[src/ahb_master_port_macros.svh]
`ifndef AHB_MASTER_PORT_MACROS_SVH
`define AHB_MASTER_PORT_MACROS_SVH

// --------------------
// bus widths
// --------------------

`define AHB_ADDR_W      32
`define AHB_DATA_W      32

// slaves on the port
`define AHB_NUM_SLAVES  4

// large enough for 16-beat bursts
`define AHB_BEAT_CNT_W  4

// --------------------
// slave regions
// --------------------

// 256 MB per slave, top nibble decoded
`define AHB_SLV0_BASE   32'h0000_0000
`define AHB_SLV1_BASE   32'h1000_0000
`define AHB_SLV2_BASE   32'h2000_0000
`define AHB_SLV3_BASE   32'h3000_0000

`define AHB_SLV0_MASK   32'hF000_0000
`define AHB_SLV1_MASK   32'hF000_0000
`define AHB_SLV2_MASK   32'hF000_0000
`define AHB_SLV3_MASK   32'hF000_0000

// anything from 0x4000_0000 upward hits no region

`endif

[src/ahb_master_port_pkg.sv]
`default_nettype none

`include "ahb_master_port_macros.svh"

package ahb_master_port_pkg;

    // transfer type, AHB encoding
    typedef enum logic [1:0] {
        IDLE   = 2'b00,
        BUSY   = 2'b01,
        NONSEQ = 2'b10,
        SEQ    = 2'b11
    } htrans_e;

    // burst type, AHB encoding
    typedef enum logic [2:0] {
        SINGLE = 3'b000,
        INCR   = 3'b001,
        WRAP4  = 3'b010,
        INCR4  = 3'b011,
        WRAP8  = 3'b100,
        INCR8  = 3'b101,
        WRAP16 = 3'b110,
        INCR16 = 3'b111
    } hburst_e;

    // only up to word on a 32-bit bus
    typedef enum logic [2:0] {
        BYTE = 3'b000,
        HALF = 3'b001,
        WORD = 3'b010
    } hsize_e;

    // --------------------
    // phase bundles
    // --------------------

    typedef struct packed {
        logic [`AHB_ADDR_W-1:0] haddr;
        htrans_e                htrans;
        hburst_e                hburst;
        hsize_e                 hsize;
        logic                   hwrite;
    } ahb_addr_phase_t;

    typedef struct packed {
        logic [`AHB_DATA_W-1:0] hrdata;
        logic                   hreadyout;
        logic                   hresp;
    } ahb_slv_resp_t;

    // same layout, master side
    typedef struct packed {
        logic [`AHB_DATA_W-1:0] hrdata;
        logic                   hreadyout;
        logic                   hresp;
    } ahb_mst_resp_t;

endpackage

`default_nettype wire

[src/ahb_addr_decode.sv]
`timescale 1ns/1ps
`default_nettype none

`include "ahb_master_port_macros.svh"

module ahb_addr_decode (
    input  wire logic                                HCLK,
    input  wire logic                                HRESETn,
    input  wire ahb_master_port_pkg::ahb_addr_phase_t fwd_addr_i,
    input  wire logic                                hready_i,
    output logic [`AHB_NUM_SLAVES-1:0]               slv_sel_o,
    output logic [`AHB_NUM_SLAVES-1:0]               dphase_sel_o,
    output logic                                     dphase_write_o
);

    import ahb_master_port_pkg::*;

    // --------------------
    // region table
    // --------------------

    localparam logic [`AHB_ADDR_W-1:0] SLV_BASE [`AHB_NUM_SLAVES] = '{
        `AHB_SLV0_BASE,
        `AHB_SLV1_BASE,
        `AHB_SLV2_BASE,
        `AHB_SLV3_BASE
    };

    localparam logic [`AHB_ADDR_W-1:0] SLV_MASK [`AHB_NUM_SLAVES] = '{
        `AHB_SLV0_MASK,
        `AHB_SLV1_MASK,
        `AHB_SLV2_MASK,
        `AHB_SLV3_MASK
    };

    logic xfer_active;

    // --------------------
    // address phase decode
    // --------------------

    // regions do not overlap so at most one bit is set
    always_comb begin
        for (int i = 0; i < `AHB_NUM_SLAVES; i++) begin
            slv_sel_o[i] = ((fwd_addr_i.haddr & SLV_MASK[i]) ==
                            (SLV_BASE[i] & SLV_MASK[i]));
        end
    end

    // idle and busy phases carry no data phase
    assign xfer_active = (fwd_addr_i.htrans == NONSEQ) ||
                         (fwd_addr_i.htrans == SEQ);

    // --------------------
    // data phase owner
    // --------------------

    // one cycle behind the address phase
    // frozen while the current data phase is stalled
    always_ff @(posedge HCLK or negedge HRESETn) begin
        if (!HRESETn) begin
            dphase_sel_o   <= '0;
            dphase_write_o <= 1'b0;
        end else if (hready_i) begin
            if (xfer_active) begin
                dphase_sel_o   <= slv_sel_o;
                dphase_write_o <= fwd_addr_i.hwrite;
            end else begin
                dphase_sel_o   <= '0;
                dphase_write_o <= 1'b0;
            end
        end
    end

endmodule

`default_nettype wire

[src/ahb_burst_addr_gen.sv]
`timescale 1ns/1ps
`default_nettype none

`include "ahb_master_port_macros.svh"

module ahb_burst_addr_gen (
    input  wire logic                                HCLK,
    input  wire logic                                HRESETn,
    input  wire ahb_master_port_pkg::ahb_addr_phase_t mst_addr_i,
    input  wire logic                                hready_i,
    output ahb_master_port_pkg::ahb_addr_phase_t     fwd_addr_o
);

    import ahb_master_port_pkg::*;

    typedef logic [`AHB_ADDR_W-1:0]     addr_t;
    typedef logic [`AHB_BEAT_CNT_W-1:0] cnt_t;

    logic  is_single;
    logic  is_incr_undef;
    logic  is_wrap;
    cnt_t  beats_m1;
    logic  [1:0] size_shift;
    addr_t addr_incr;
    addr_t wrap_mask;

    cnt_t  beat_cnt;
    logic  seq_seen;
    logic  cnt_exhausted;
    addr_t next_addr;

    logic  use_gen;
    addr_t cur_addr;
    addr_t succ_incr;
    addr_t succ_addr;
    logic  accept_nonseq;
    logic  accept_seq;

    // --------------------
    // burst and size decode
    // --------------------

    assign is_single     = (mst_addr_i.hburst == SINGLE);
    assign is_incr_undef = (mst_addr_i.hburst == INCR);
    assign is_wrap       = (mst_addr_i.hburst == WRAP4) ||
                           (mst_addr_i.hburst == WRAP8) ||
                           (mst_addr_i.hburst == WRAP16);

    // beats minus one
    always_comb begin
        case (mst_addr_i.hburst)
            WRAP4, INCR4:   beats_m1 = cnt_t'(3);
            WRAP8, INCR8:   beats_m1 = cnt_t'(7);
            WRAP16, INCR16: beats_m1 = cnt_t'(15);
            default:        beats_m1 = '0;
        endcase
    end

    // log2 of the transfer size in bytes
    always_comb begin
        case (mst_addr_i.hsize)
            BYTE:    size_shift = 2'd0;
            HALF:    size_shift = 2'd1;
            default: size_shift = 2'd2;
        endcase
    end

    assign addr_incr = addr_t'(1) << size_shift;

    // wrap boundary is beats times size bytes
    assign wrap_mask = ((addr_t'(beats_m1) + addr_t'(1)) << size_shift) - addr_t'(1);

    // --------------------
    // address select
    // --------------------

    // undefined length INCR never runs out
    assign cnt_exhausted = !is_single && !is_incr_undef && seq_seen &&
                           (beat_cnt == '0);

    assign use_gen = ((mst_addr_i.htrans == SEQ) || (mst_addr_i.htrans == BUSY)) &&
                     !is_single && !cnt_exhausted;

    assign cur_addr = use_gen ? next_addr : mst_addr_i.haddr;

    // upper bits kept, low bits roll over inside the boundary
    assign succ_incr = cur_addr + addr_incr;
    assign succ_addr = is_wrap ? ((cur_addr & ~wrap_mask) | (succ_incr & wrap_mask))
                               : succ_incr;

    always_comb begin
        fwd_addr_o       = mst_addr_i;
        fwd_addr_o.haddr = cur_addr;
    end

    // --------------------
    // beat counter and next address
    // --------------------

    assign accept_nonseq = hready_i && (mst_addr_i.htrans == NONSEQ);
    assign accept_seq    = hready_i && (mst_addr_i.htrans == SEQ);

    always_ff @(posedge HCLK or negedge HRESETn) begin
        if (!HRESETn) begin
            beat_cnt  <= '0;
            seq_seen  <= 1'b0;
            next_addr <= '0;
        end else if (accept_nonseq) begin
            beat_cnt  <= beats_m1;
            seq_seen  <= 1'b0;
            next_addr <= succ_addr;
        end else if (accept_seq) begin
            // stop at zero so an overrun stays exhausted
            if (!is_incr_undef && (beat_cnt != '0)) begin
                beat_cnt <= beat_cnt - cnt_t'(1);
            end
            seq_seen  <= 1'b1;
            next_addr <= succ_addr;
        end
    end

endmodule

`default_nettype wire

[src/ahb_resp_mux.sv]
`timescale 1ns/1ps
`default_nettype none

`include "ahb_master_port_macros.svh"

module ahb_resp_mux (
    input  wire logic [`AHB_NUM_SLAVES-1:0]           dphase_sel_i,
    input  wire logic                                 dphase_write_i,
    input  wire logic [`AHB_DATA_W-1:0]               mst_hwdata_i,
    input  wire ahb_master_port_pkg::ahb_slv_resp_t   slv_resp_i [`AHB_NUM_SLAVES],
    output logic [`AHB_DATA_W-1:0]                    slv_hwdata_o [`AHB_NUM_SLAVES],
    output ahb_master_port_pkg::ahb_mst_resp_t        mst_resp_o
);

    logic [`AHB_DATA_W-1:0] rdata_sel;
    logic                   ready_sel;
    logic                   resp_sel;

    // --------------------
    // write data steering
    // --------------------

    // only the data phase owner sees hwdata
    always_comb begin
        for (int i = 0; i < `AHB_NUM_SLAVES; i++) begin
            slv_hwdata_o[i] = dphase_sel_i[i] ? mst_hwdata_i : '0;
        end
    end

    // --------------------
    // response select
    // --------------------

    // no owner looks like an idle, ready slave
    always_comb begin
        rdata_sel = '0;
        ready_sel = 1'b1;
        resp_sel  = 1'b0;
        for (int i = 0; i < `AHB_NUM_SLAVES; i++) begin
            if (dphase_sel_i[i]) begin
                rdata_sel = slv_resp_i[i].hrdata;
                ready_sel = slv_resp_i[i].hreadyout;
                resp_sel  = slv_resp_i[i].hresp;
            end
        end
    end

    // read data is meaningless on a write data phase
    always_comb begin
        mst_resp_o.hrdata    = dphase_write_i ? '0 : rdata_sel;
        mst_resp_o.hreadyout = ready_sel;
        mst_resp_o.hresp     = resp_sel;
    end

endmodule

`default_nettype wire

[src/ahb_master_port.sv]
`timescale 1ns/1ps
`default_nettype none

`include "ahb_master_port_macros.svh"

module ahb_master_port (
    input  wire logic                                 HCLK,
    input  wire logic                                 HRESETn,

    // master side
    input  wire ahb_master_port_pkg::ahb_addr_phase_t mst_addr_i,
    input  wire logic [`AHB_DATA_W-1:0]               mst_hwdata_i,
    output ahb_master_port_pkg::ahb_mst_resp_t        mst_resp_o,

    // slave side
    output logic [`AHB_NUM_SLAVES-1:0]                slv_sel_o,
    output ahb_master_port_pkg::ahb_addr_phase_t      slv_addr_o,
    output logic [`AHB_DATA_W-1:0]                    slv_hwdata_o [`AHB_NUM_SLAVES],
    input  wire ahb_master_port_pkg::ahb_slv_resp_t   slv_resp_i [`AHB_NUM_SLAVES]
);

    import ahb_master_port_pkg::*;

    ahb_addr_phase_t             fwd_addr;
    logic [`AHB_NUM_SLAVES-1:0]  dphase_sel;
    logic                        dphase_write;

    // --------------------
    // address phase
    // --------------------

    // generated SEQ addresses replace the master's haddr
    ahb_burst_addr_gen u_burst_addr_gen (
        .HCLK       (HCLK),
        .HRESETn    (HRESETn),
        .mst_addr_i (mst_addr_i),
        .hready_i   (mst_resp_o.hreadyout),
        .fwd_addr_o (fwd_addr)
    );

    // broadcast to every slave
    assign slv_addr_o = fwd_addr;

    ahb_addr_decode u_addr_decode (
        .HCLK           (HCLK),
        .HRESETn        (HRESETn),
        .fwd_addr_i     (fwd_addr),
        .hready_i       (mst_resp_o.hreadyout),
        .slv_sel_o      (slv_sel_o),
        .dphase_sel_o   (dphase_sel),
        .dphase_write_o (dphase_write)
    );

    // --------------------
    // data phase
    // --------------------

    ahb_resp_mux u_resp_mux (
        .dphase_sel_i   (dphase_sel),
        .dphase_write_i (dphase_write),
        .mst_hwdata_i   (mst_hwdata_i),
        .slv_resp_i     (slv_resp_i),
        .slv_hwdata_o   (slv_hwdata_o),
        .mst_resp_o     (mst_resp_o)
    );

endmodule

`default_nettype wire

[config.mk]
export PLATFORM = sky130hd
export DESIGN_NAME = ahb_master_port
export DESIGN_NICKNAME = d
export VERILOG_FILES = /design/src/ahb_master_port_pkg.sv /design/src/ahb_addr_decode.sv /design/src/ahb_burst_addr_gen.sv /design/src/ahb_resp_mux.sv /design/src/ahb_master_port.sv
export VERILOG_INCLUDE_DIRS = /design/src /design/src/src
export SDC_FILE = /design/constraint.sdc
export NUM_CORES = 1
export LEC_CHECK = 0
export ABC_CLOCK_PERIOD_IN_PS = 4400
export BUFFER_PORTS_ARGS = -buffer_cell sky130_fd_sc_hd__clkbuf_2
export CORE_AREA = 2 2 162 164
export DETAILED_ROUTE_END_ITERATION = 7
export DIE_AREA = 0 0 164 166
export PLACE_DENSITY = 0.5
export REMOVE_ABC_BUFFERS = 1
export SYNTH_ARGS = -nofsm -noshare
export SYNTH_HDL_FRONTEND = slang
export SYNTH_SLANG_ARGS = --single-unit
[constraint.sdc]
create_clock -name HCLK -period 4.4 [get_ports HCLK]
set_input_delay 0.44 -clock HCLK [delete_from_list [all_inputs] [get_ports HCLK]]
set_output_delay 0.44 -clock HCLK [all_outputs]
set_load 0.005 [all_outputs]
**Yosys cells after proc, flatten, opt, wreduce, memory -nomap -nowiden**

Index checks and enable logic that the tools add are counted.

- Word-level logic and storage cells: 85
- Output and inout bits: 207
- Input port bits: 211
- Register bits after elaboration: 42

- Mux-type cells: 30
- Reduce and logical (&&, ||, !) cells: 26
- Equality and inequality tests: 14
- Shift-type cells: 2
- Bitwise logic cells: 4
- $add $sub $neg: 4

Operator list:

| operator | number |
|---|---|
| $mux W32 | 13 |
| $and A32 B32 Y32 | 2 |
| $add A32 B32 Y32 | 1 |
| $logic_not A32 Y1 | 1 |
| $not A32 Y32 | 1 |
| $or A32 B32 Y32 | 1 |
| $shl A1 B2 Y32 const A | 1 |
| $shl A32 B2 Y32 | 1 |
| $sub A32 B1 Y32 const B | 1 |
| $mux W4 | 4 |
| $eq A3 B3 Y1 const B | 4 |
| $pmux W4 S3 | 1 |
| $mux W1 | 11 |
| $eq A4 B2 Y1 const B | 2 |
| $logic_and A1 B1 Y1 | 8 |
| $eq A3 B1 Y1 const B | 2 |
| $eq A3 B2 Y1 const B | 2 |
| $logic_not A3 Y1 | 2 |
| $reduce_or A2 Y1 | 3 |
| $add A4 B1 Y5 const B | 1 |
| $eq A2 B2 Y1 const B | 2 |
| $eq A4 B1 Y1 const B | 1 |
| $logic_not A4 Y1 | 1 |
| $logic_or A1 B1 Y1 | 4 |
| 7 further kinds | 10 |

**Depth between registers and ports, before layout**

Gate-level depths: netlist of the first run.

- Depth after elaboration: 14
- Mapped depth: 17
- Gate-level depth less buffers: 14

**Hierarchy**

Synthesis of the first run repeated with hierarchy kept, for this count alone.

- Cell total of the unflattened synthesis: 768
- Area total of the unflattened synthesis: 5,743.0 sq um

By module, submodules not included:

| module | instances | area an instance (sq um) | cells each | seq. area each (sq um) |
|---|---|---|---|---|
| ahb_burst_addr_gen | 1 | 3,438.3 | 436 | 925.9 |
| ahb_resp_mux | 1 | 2,038.2 | 309 | 0.0 |
| ahb_addr_decode | 1 | 266.5 | 23 | 125.1 |

**Worst setup path after synthesis of the first run**

OpenSTA, ideal clock, no wires.

- Kind: reg-to-reg
- From: register u_burst_addr_gen.beat_cnt[0]
- To: register u_burst_addr_gen.next_addr[26]
- Setup time: 132 ps
- Data required time: 4,268 ps
- Path buffers: 3
- Path slack: 280 ps
- Stages on the path, launching flop included: 18
- Arrival: 3,989 ps
- Clock period less this slack: 4,120 ps
- Cells stage by stage: dfrtp_1 inv_1 ha_1 nor3b_1 a311o_1 buf_6 buf_2 buf_2 mux2_2 ha_1 inv_1 fa_1 nand2b_1 a211oi_1 nand4_1 a211oi_1 nor3_1 or3b_1

RTL lines:

| item | line | RTL |
|---|---|---|
| start, declared | ahb_burst_addr_gen.sv:27 | `cnt_t beat_cnt;` |
| start signal, assigned | ahb_burst_addr_gen.sv:109 | `beat_cnt <= beats_m1;` |
| start signal, assigned | ahb_burst_addr_gen.sv:115 | `beat_cnt <= beat_cnt - cnt_t'(1);` |
| end signal, assigned | ahb_burst_addr_gen.sv:111 | `next_addr <= succ_addr;` |
| end signal, assigned | ahb_burst_addr_gen.sv:118 | `next_addr <= succ_addr;` |
| end, declared | ahb_burst_addr_gen.sv:30 | `addr_t next_addr;` |

**Worst setup path after layout of the first run**

- From: register u_burst_addr_gen.beat_cnt[0]
- To: register u_burst_addr_gen.next_addr[26]

- Cells in the longest elaborated chain, start to end: 11
- Elaborated cells between the ends (all ways): 12
- Those cells by class: add/sub: 1; mux: 4; bitwise: 3; reduce/logical: 4

Ends and longest elaborated chain:

| item | line | RTL |
|---|---|---|
| $logic_not A4 Y1 (*) | ahb_burst_addr_gen.sv:79 | `(beat_cnt == '0);` |
| $logic_and A1 B1 Y1 (*) | ahb_burst_addr_gen.sv:78 | `assign cnt_exhausted = !is_single && !is_incr_undef && seq_seen &&` |
| $logic_not A1 Y1 (*) | ahb_burst_addr_gen.sv:82 | `!is_single && !cnt_exhausted;` |
| $logic_and A1 B1 Y1 (*) | ahb_burst_addr_gen.sv:82 |  |
| $mux W32 (*) | ahb_burst_addr_gen.sv:84 | `assign cur_addr = use_gen ? next_addr : mst_addr_i.haddr;` |
| $add A32 B32 Y32 | ahb_burst_addr_gen.sv:87 | `assign succ_incr = cur_addr + addr_incr;` |
| $and A32 B32 Y32 | ahb_burst_addr_gen.sv:88 | `assign succ_addr = is_wrap ? ((cur_addr & ~wrap_mask) \| (succ_incr & wrap_mask))` |
| $or A32 B32 Y32 | ahb_burst_addr_gen.sv:88 |  |
| $mux W32 (*) | ahb_burst_addr_gen.sv:88 |  |
| $mux W32 | ahb_burst_addr_gen.sv:112 | `end else if (accept_seq) begin` |
| $mux W32 (*) | ahb_burst_addr_gen.sv:108 | `end else if (accept_nonseq) begin` |

Every way passes the cells marked *; elsewhere a longest branch is shown, timed or not. The select of a mux whose other input is x is not followed.
A chain may end at the register's enable or synchronous reset.

==> results.ini, run 1 <==
[run_status]
status = completed

[timing]
worstMarginPinSlew_ns = 1.17
rsz0062_at_grt = no
setup_viol = 0
maxSlewViolCount = 0
setup_ws_ns = 0.358
final.period_utilization_pct = 91.9
fmax_mhz = 247
skew_ns = 0.00287
min_period_ns = 4.04
slew_headroom_pct = 21.8
hold_viol = 0

[placed_design]
dp.cells = 1485
placed_area_um2 = 7960
detailedPlacementHpwl_um = 23400
portBuffers = 417
dp_slack_ns = 0.256
gp_congestion = 0.843

[synth]
ys_ff_latch = 42
synthFlopType = dfrtp_1
syn_inst = 787
netlist-cell-type-count = 66
ys_seq_area_share_pct = 18.7
synth_common_cells = and2_1, nand2_1, nor2_1
synth_area_leaders = dfrtp_1, and2_1, mux2_2, a221oi_1, a21oi_1
syn_area_per_cell_um2 = 7.16
synth_edf_count = 0
synth_warnings = 0
synth.largest_area_cell = dfrtp_1
yosysTopAreaCellShare_pct = 18.7
async_reset_ff_share_pct = 100
yosysMostFrequentCell = and2_1
netlist_area_um2 = 5630

[power_and_ir_drop]
power.density_nw_per_um2 = 270
ir_drop_mv = 0.179
p_leak_nw = 4.08

[floorplan]
core-area_um2 = 25600
die_area_um2 = 27200
ios = 418
die_y_um = 166
initial_core_util_pct = 22.0
die_w_um = 164
rows = 59

[route]
detail_route.wl_per_cell_um = 19.0
ant_nets = 0
vias = 7177
first_pass_iters = 5
via_per_inst = 4.81
drt_iter0_markers = 319
drc = 0
postRouteWirelength_um = 28400

[critical_path]
reg2reg_slack_ns = 0.36
critPathKind = reg2reg
cp_common_cell = ha_1
cp.arrival_ns = 4.21
crit_slowest_cell = nor3b_1
end_kind = flop
path_delay_family = simple AND/OR/NAND/NOR gates
required_ns = 4.57
crit_path_start_kind = flop
worst-path-buf-inv = 2
path_cells = inv_1 -> ha_1 -> nor3b_1 -> a311o_2 -> buf_4 -> mux2_2 -> ha_1 -> nand2b_1 -> a211oi_1 -> nand4_1 -> a211oi_2 -> nor3_1 -> or3b_1
worstPathMaxFanout = 14
max_stage_delay_ns = 0.42

[cells_and_area]
drive_above_1_share_pct = 42.3
instances_no_fill = 1493
diodes = 0
stdcell_area_um2 = 8110
layout.nets = 1377
area_delta_synth_final_pct = 44.1
fillCellCount = 2852

[clock_network]
cts.sinks = 42
cts_root_buf = clkbuf_16
post_cts.repair.setup_buffers = 0
clk_pin_slew_ns = 0.06
cts_buffer_depth = 2
htree_levels = 2
cts_buffers = 5
tritoncts = yes
clkLatencyLatePin_ns = 0.29

[global_routing]
antenna_found_initial = 1
overflow = 0
grt_first_pass_wirelength_um = 40500
grt_pass1_vias = 6684
grt_start_max_net_pins = 79
grt_use_total_pct = 19.4

[worst_hold_path]
hold_path.class = in2async

[job]
cap_violations = 0

==> registers in the layout (all words and copies together) (netlist names) <==
signal	flops
u_addr_decode.dphase_write_o	1
u_burst_addr_gen.next_addr	32
u_burst_addr_gen.beat_cnt	4
u_burst_addr_gen.seq_seen	1
u_addr_decode.dphase_sel_o	4
==> cells by family after synthesis <==
logic type,count (synthesis),share of synthesized area [%]
and+or+nand+nor,404,38.5
AOI/OAI and AO/OA,166,20.2
buffers and inverters,94,7.58
muxes,49,9.44
DFF,42,18.7
xor gates and xnor gates,21,3.27
adders and majority gates,9,2.13
other,2,0.133
==> what timing repair did <==
item | CTS | global route
endpoints found under the setup margin | 0 | 1
hold buffers | 0 | 0
resized for setup | 0 | 1
hold endpoints to repair | 0 | 0
==> placed cells by master, fill, tap and decap left out, drive strengths merged, types with 2 or more instances in the layout <==
master   Yosys  layout
and2       129     129
nor2        64      64
nor4b        2       2
a2111oi      4       4
mux2i       16      16
xor2         2       2
xnor2       19      19
ha           8       8
buf         27      17
a31oi        6       6
nand4       17      17
nor3b        4       4
nand2       65      65
o22ai        3       3
nand2b       4       4
mux2        33      33
a21oi       49      49
o21ai       30      30
a221oi      33      33
or2          2       2
nor2b       33      33
or4          4       4
clkbuf      45     424
and3         4       4
o31ai        9       9
a21o         4       4
nor3        40      40
or3          4       4
a22oi        4       4
nand3       18      18
a221o        3       3
nor4        10      10
dfrtp       42      42
inv         22      22
conb         2       3
a211oi       9       9
==> report_power, final <==
group	total, mW	internal, mW	switching (mW)	leakage (nW)
registers	0.652	0.498	0.154	0.513
logic	1.15	0.503	0.651	3.49
clock network	0.384	0.225	0.158	0.0739
total	2.19	1.23	0.963	4.08
==> area by class of cell <==
type	instances	area [um2]	area share, %
Clock buffer	7	143	1.76
Multi-Input combinational cell	652	4180	51.5
Timing Repair Buffer	434	2230	27.5
Tap cell	335	419	5.17
Sequential cell	42	1060	13.0
Clock inverter	1	5.00	0.0617
Inverter	22	82.6	1.02
==> stage by stage <==
step / power [mW] / setup TNS [ns] / hold WS (ns) / util (%)
4_1_cts: 2.22 / 0 / 0.270 / 31.7
3_5_place_dp: 1.83 / 0 / 0.477 / 31.1
3_3_place_gp: 1.82 / 0 / 0.467 / 31.1
2_1_floorplan: 1.23 / -182.73 / 0.144 / -
6_report: 2.19 / 0 / 0.252 / 31.7
5_1_grt: 2.37 / 0 / 0.312 / 31.7
==> routing by layer <==
| metal | up-vias | part of all wire [%] | track usage [%] |
|---|---|---|---|
| met2 | 271 | 52 | 36.6 |
| met1 | 3361 | 40 | 22.3 |
| li1 | 3522 | - | - |
| met3 | 23 | 6.3 | 4.10 |
| met5 | - | 0 | 0 |
| met4 | 0 | 1.6 | 3.85 |
==> path summary, 6_finish.rpt <==
kind / startpoint / to / cells past startpoint
max in group asynchronous: HRESETn / u_addr_decode.dphase_sel_o[3] / 2
setup reg to reg: u_burst_addr_gen.beat_cnt[0] / u_burst_addr_gen.next_addr[26] / 13
min in group HCLK: mst_addr_i[0] / u_addr_decode.dphase_write_o / 3
setup / recovery: u_burst_addr_gen.beat_cnt[0] / u_burst_addr_gen.next_addr[26] / 13
hold reg to reg: u_burst_addr_gen.next_addr[1] / u_burst_addr_gen.next_addr[1] / 2
hold / removal: HRESETn / u_burst_addr_gen.next_addr[5] / 1
Power figures use the tool's default switching activity.
==> run 2: changes to the inputs <==
--- a/config.mk
+++ b/config.mk
@@ -11,7 +11,9 @@
 export CORE_AREA = 2 2 162 164
 export DETAILED_ROUTE_END_ITERATION = 7
 export DIE_AREA = 0 0 164 166
+export GPL_ROUTABILITY_DRIVEN = 1
 export PLACE_DENSITY = 0.5
+export RECOVER_POWER = 100
 export REMOVE_ABC_BUFFERS = 1
 export SYNTH_ARGS = -nofsm -noshare
 export SYNTH_HDL_FRONTEND = slang
==> run 2 against run 1 <==
  * The run now ends with max-capacitance violations, max-slew violations left
  * Combinational power barely moved
  * Via count rose by 0.11%
  * Utilization fell by 0.58 points
  * Sequential power barely moved
  * Register-to-register slack barely moved
  * Flip-flop and latch count did not move
  * Critical path depth did not move
  * Die area did not move
  * Final cell count did not move
  * Power fell by 1.8%
  * Clock skew rose by 0.0013 ns
  * Hold slack improved by 0.17 ns
  * Critical path type unchanged
  * Largest power group unchanged
  * Highest routed layer unchanged
==> results.ini, run 2 (same netlist as run 1, synthesis figures left out) <==
[floorplan]
die_area_um2 = 27200
core-area_um2 = 25600
die_y_um = 166
ios = 418
rows = 59
die_w_um = 164
initial_core_util_pct = 22.0

[power_and_ir_drop]
seqPwrFrac_pct = 30.2
ir_drop_mv = 0.177
swShare_pct = 44.7
internal_power_mw = 1.19
power.density_nw_per_um2 = 270
power.share.clock_pct = 17.9
p_leak_nw = 3.75
combPwrFrac_pct = 51.9
power_mw = 2.15
switchingPower_mw = 0.961

[worst_hold_path]
hold_depth = 3
whs_endpoint = u_addr_decode.dphase_write_o
hold_path.class = in2reg
hp-start = mst_addr_i[0]

[clock_network]
clk_pin_slew_ns = 0.06
post_cts.repair.setup_buffers = 0
cts_buffers = 5
cts_buffer_depth = 2
cts_root_buf = clkbuf_16
htree_levels = 2
tritoncts = yes
ctsHoldBuffers = 0
cts.sinks = 42
clkLatencyLatePin_ns = 0.29

[cells_and_area]
largest_registers = u_burst_addr_gen.next_addr x32, u_addr_decode.dphase_sel_o x4, u_burst_addr_gen.beat_cnt x4
top_register = u_burst_addr_gen.next_addr
drive_above_1_share_pct = 33.2
stdcell_area_um2 = 7970
area_delta_synth_final_pct = 41.4
seq_area_um2 = 1050
fillCellCount = 2899
utilization_pct = 31.1
final_common_cell = clkbuf_2
largest_reg_flops = 32
multi_input_area_um2 = 4160
layout.nets = 1377
layout.cells.most_common_list = clkbuf_2, clkbuf_1, and2_1, nand2_1, nor2_1
diodes = 0

[placed_design]
gp_congestion = 0.843
portBuffers = 417
detailedPlacementHpwl_um = 23400
placed_area_um2 = 7960

[critical_path]
max_stage_delay_ns = 0.58
crit_slowest_cell = a2111oi_0
reg2regPathDepth = 13
cp_common_cell = ha_1
worstPathMaxFanout = 14
path_delay_family = compound AO/OA/AOI/OAI gates
crit_path_start_kind = flop
reg2reg_slack_ns = 0.36
r2r_end = u_burst_addr_gen.next_addr[24]
worst-path-buf-inv = 2
timing.rr.start = u_burst_addr_gen.beat_cnt[0]
cp.arrival_ns = 4.21
path_cells = inv_1 -> ha_1 -> nor3b_1 -> a311o_2 -> buf_4 -> mux2_2 -> ha_1 -> nand2b_1 -> a211oi_1 -> nand4_1 -> a2111oi_0 -> xnor2_1 -> o21ai_0
end_kind = flop
critPathKind = reg2reg
required_ns = 4.57

[timing]
skew_ns = 0.00416
maxSlewViolCount = 40
rsz0062_at_grt = no
final.period_utilization_pct = 91.9
slew_headroom_pct = -21.5
worstMarginPinSlew_ns = 1.82
fmax_mhz = 247
min_period_ns = 4.04
hold_viol = 0
setup_viol = 0

[route]
via_per_inst = 4.81
drt_iter0_markers = 401
detail_route.wl_per_cell_um = 19.1
postRouteWirelength_um = 28600
first_pass_iters = 5
drc = 0
vias = 7185
ant_nets = 0

[global_routing]
global_route.usage.met1_pct = 22.3
antenna_found_initial = 1
overflow = 0
met2_usage_pct = 36.6
grt_use_total_pct = 19.4
grt_first_pass_wirelength_um = 40500
grt_pass1_vias = 6684
grt_start_max_net_pins = 79
met3_usage_pct = 4.10
grt.busiest_layer = met2

[run_status]
status = finished with violations
violations = max-capacitance violations, max-slew violations

[job]
cap_violations = 2

==> run 2: cell types whose count changed in the layout (fill, tap and decap cells not counted), moves of 2 or more <==
cell / before / now
and2_1: 129 / 79
clkbuf_2: 417 / 344
o21ai_1: 2 / 0
dfrtp_1: 39 / 41
buf_4: 16 / 7
o21ai_0: 27 / 30
mux2_1: 1 / 20
buf_1: 0 / 2
and2_0: 0 / 50
mux2_2: 32 / 13
clkbuf_1: 1 / 81
==> run 2: worst reg2reg max path: stages (launching register included) <==
cell and delay [ns]:
dfrtp_1 0.38, inv_1 0.11, ha_1 0.16, nor3b_1 0.42, a311o_2 0.33, buf_4 0.24, mux2_2 0.39, ha_1 0.37
nand2b_1 0.09, a211oi_1 0.30, nand4_1 0.30, a2111oi_0 0.58, xnor2_1 0.17, o21ai_0 0.08
==> run 2: worst max-delay path by stage <==
stage | from | to | slack (ns) | depth (start not counted)
4_1_cts | u_burst_addr_gen.beat_cnt[0] | u_burst_addr_gen.next_addr[26] | 0.26 | 13
3_3_place_gp | mst_addr_i[5] | u_burst_addr_gen.next_addr[26] | 0.41 | 13
6_report | u_burst_addr_gen.beat_cnt[0] | u_burst_addr_gen.next_addr[24] | 0.36 | 13
2_1_floorplan | u_addr_decode.dphase_sel_o[1] | u_burst_addr_gen.next_addr[10] | -5.06 | 4
3_5_place_dp | mst_addr_i[5] | u_burst_addr_gen.next_addr[26] | 0.26 | 13
5_1_grt | u_burst_addr_gen.beat_cnt[0] | u_burst_addr_gen.next_addr[24] | 0.06 | 13
==> run 2: what timing repair did <==
action	in CTS	in global routing
gates resized for setup	0	1
endpoints found under the setup margin	0	1
endpoints found under the hold margin	0	0
==> run 2: layout make-up <==
type | count | share of cell area [%]
inverter | 22 | 1.04
tap | 335 | 5.26
multi-input combinational | 652 | 52.2
clock inverter | 1 | 0.0628
timing repair buffer | 434 | 26.4
sequential | 42 | 13.2
clock buffer | 7 | 1.79
==> run 2: through the flow <==
stage	TNS [ns]	setup slack (ns)	hold WS [ns]	cells
2_1_floorplan	-182.73	-5.06	0.144	716
3_3_place_gp	0	0.412	0.467	1485
3_5_place_dp	0	0.256	0.477	1485
4_1_cts	0	0.263	0.270	1493
5_1_grt	0	0.0554	0.472	1493
6_report	0	0.358	0.424	1493
==> run 2: power groups by stage <==
stage	Combinational [mW]	Sequential [mW]	Clock, mW
after floorplan	0.600	0.628	0
after global placement	1.16	0.660	0
after detailed placement	1.17	0.657	0
after CTS	1.17	0.652	0.396
after global routing	1.25	0.668	0.411
final	1.12	0.649	0.384
==> run 2: routing by layer <==
layer  share of wire, %  vias up
met5                  0        -
met4                1.7        0
met3                6.5       27
met2                 52      253
met1                 39     3385
li1                   -     3520
==> run 3: changes to the inputs <==
--- a/config.mk
+++ b/config.mk
@@ -6,7 +6,7 @@
 export SDC_FILE = /design/constraint.sdc
 export NUM_CORES = 1
 export LEC_CHECK = 0
-export ABC_CLOCK_PERIOD_IN_PS = 4400
+export ABC_CLOCK_PERIOD_IN_PS = 3600
 export BUFFER_PORTS_ARGS = -buffer_cell sky130_fd_sc_hd__clkbuf_2
 export CORE_AREA = 2 2 162 164
 export DETAILED_ROUTE_END_ITERATION = 7
==> constraint.sdc (replaced) <==
create_clock -name HCLK -period 3.6 [get_ports HCLK]
set_input_delay 0.36 -clock HCLK [delete_from_list [all_inputs] [get_ports HCLK]]
set_output_delay 0.36 -clock HCLK [all_outputs]
set_load 0.005 [all_outputs]
==> run 3 against run 2 <==
  * Register-to-register slack got worse by 0.24 ns
  * Highest routed layer unchanged
  * Clock skew rose by 0.0027 ns
  * The run still ends with max-capacitance violations, max-slew violations left
  * Count of clock-buffer cells in the layout did not move
  * Critical path depth rose by 2
  * Wire length rose by 0.69%
  * Hold slack got worse by 0.052 ns
==> results.ini, run 3 (same netlist as run 1, synthesis figures left out) <==
[global_routing]
grt_use_total_pct = 19.9
overflow = 0
grt_first_pass_wirelength_um = 41400
grt_start_max_net_pins = 77
antenna_found_initial = 1
grt_pass1_vias = 6707

[timing]
setup_tns_ns = 0
rsz0062_at_grt = yes
final.period_utilization_pct = 96.7
hold_slack_ns = 0.371
fmax_mhz = 287
setup_ws_ns = 0.120
worstMarginPinSlew_ns = 1.87
setup_viol = 0
hold_viol = 0
maxSlewViolCount = 31
skew_ns = 0.00684
min_period_ns = 3.48
slew_headroom_pct = -24.6

[run_status]
violations = max-capacitance violations, max-slew violations
status = finished with violations

[clock_network]
htree_levels = 2
cts.sinks = 42
cts_buffers = 5
ctsHoldBuffers = 0
cts_buffer_depth = 2
cts_root_buf = clkbuf_16
tritoncts = yes
clk_pin_slew_ns = 0.06
clkLatencyLatePin_ns = 0.29

[worst_hold_path]
hold_path.class = in2reg
hp-start = mst_addr_i[0]
whs_endpoint = u_addr_decode.dphase_write_o
hold_depth = 3

[placed_design]
portBuffers = 417
dp_slack_ns = -0.0474
detailedPlacementHpwl_um = 23700
gp_congestion = 0.845
dp.cells = 1501
placed_area_um2 = 8080

[critical_path]
required_ns = 3.77
end_kind = flop
r2r_end = u_burst_addr_gen.next_addr[24]
critPathKind = reg2reg
reg2reg_slack_ns = 0.12
crit_path_start_kind = flop
reg2regPathDepth = 15
worstPathMaxFanout = 5
timing.rr.start = u_burst_addr_gen.beat_cnt[0]
cp.arrival_ns = 3.65

[cells_and_area]
seq_area_um2 = 1060
final_common_cell = clkbuf_2
stdcell_area_um2 = 8280
top_register = u_burst_addr_gen.next_addr
layout.cells.most_common_list = clkbuf_2, and2_1, nand2_1, nor2_1
drive_above_1_share_pct = 40.9
fillCellCount = 2845
multi_input_area_um2 = 4280
layout.nets = 1395
largest_registers = u_burst_addr_gen.next_addr x32, u_addr_decode.dphase_sel_o x4, u_burst_addr_gen.beat_cnt x4
instances_no_fill = 1511
largest_reg_flops = 32
area_delta_synth_final_pct = 47.1

[power_and_ir_drop]
swShare_pct = 44.0
internal_power_mw = 1.54
power.density_nw_per_um2 = 331
p_leak_nw = 4.01
switchingPower_mw = 1.21
power.share.clock_pct = 17.0
seqPwrFrac_pct = 29.7
combPwrFrac_pct = 53.4
ir_drop_mv = 0.197

[route]
postRouteWirelength_um = 28800
via_per_inst = 4.78
drt_iter0_markers = 361
wl_met3_um = 1800
first_pass_iters = 5
top_layer = met4
met2WireLength_um = 14700
met1_length_um = 11600
ant_nets = 0
drc = 0
detail_route.wl_per_cell_um = 19.0
vias = 7226

[floorplan]
initial_core_util_pct = 22.0
die_y_um = 166
core-area_um2 = 25600
ios = 418
die_w_um = 164
rows = 59
die_area_um2 = 27200

[job]
cap_violations = 1

[run 3: worst max-delay path, cell delays in order (launching register included)]
cell       delay [ns]
dfrtp_1          0.36
inv_2            0.06
ha_4             0.15
nor3b_4          0.15
a311o_2          0.44
mux2_4           0.24
ha_4             0.12
inv_2            0.04
fa_2             0.40
nand2b_4         0.17
a211oi_4         0.25
nand4_1          0.19
buf_6            0.22
a2111oi_4        0.34
xnor2_1          0.15
o21ai_1          0.08
[run 3: cell type report]
| class | instances | share of cell area [%] |
|---|---|---|
| diodes | 1 | 0.0302 |
| clock buffers | 7 | 1.72 |
| flip-flops and latches | 42 | 12.8 |
| multi-input cells | 652 | 51.6 |
| inverters | 22 | 0.997 |
| repair buffers | 452 | 27.8 |
| well taps | 335 | 5.06 |
[run 3: power groups by stage]
stage	clock, mW	sequential, mW	combinational, mW
finish	0.466	0.814	1.46
global route	0.502	0.839	1.64
global placement	0	0.811	1.43
detailed placement	0	0.813	1.44
CTS	0.480	0.807	1.45
floorplan	0	0.768	0.733
[run 3: per-layer routing]
layer,up-vias,GRT usage (%)
met3,34,3.45
met1,3372,24.3
li1,3565,-
met5,-,0
met4,0,5.53
met2,255,35.7
[run 3: worst max path at each step]
stage	from	end	slack (ns)	cells past startpoint
6_report	u_burst_addr_gen.beat_cnt[0]	u_burst_addr_gen.next_addr[24]	0.12	15
3_3_place_gp	mst_addr_i[5]	u_burst_addr_gen.next_addr[26]	0.05	14
5_1_grt	u_burst_addr_gen.beat_cnt[1]	u_burst_addr_gen.next_addr[24]	-0.04	15
4_1_cts	u_burst_addr_gen.beat_cnt[1]	u_burst_addr_gen.next_addr[26]	0.01	14
3_5_place_dp	u_burst_addr_gen.beat_cnt[0]	u_burst_addr_gen.next_addr[24]	-0.05	14
2_1_floorplan	u_addr_decode.dphase_sel_o[1]	u_burst_addr_gen.next_addr[10]	-5.86	4
[run 3: stage by stage]
step                power, mW  util (%)
floorplan                1.50         -
global placement         2.24      31.5
detailed placement       2.25      31.5
CTS                      2.73      32.1
global route             2.98      32.3
finish                   2.74      32.3
[run 3: repair_timing]
item,4_1_cts,5_1_grt
gates resized for setup,2,22
pin swaps,0,7
endpoints found under the setup margin,3,11
setup buffers,0,2
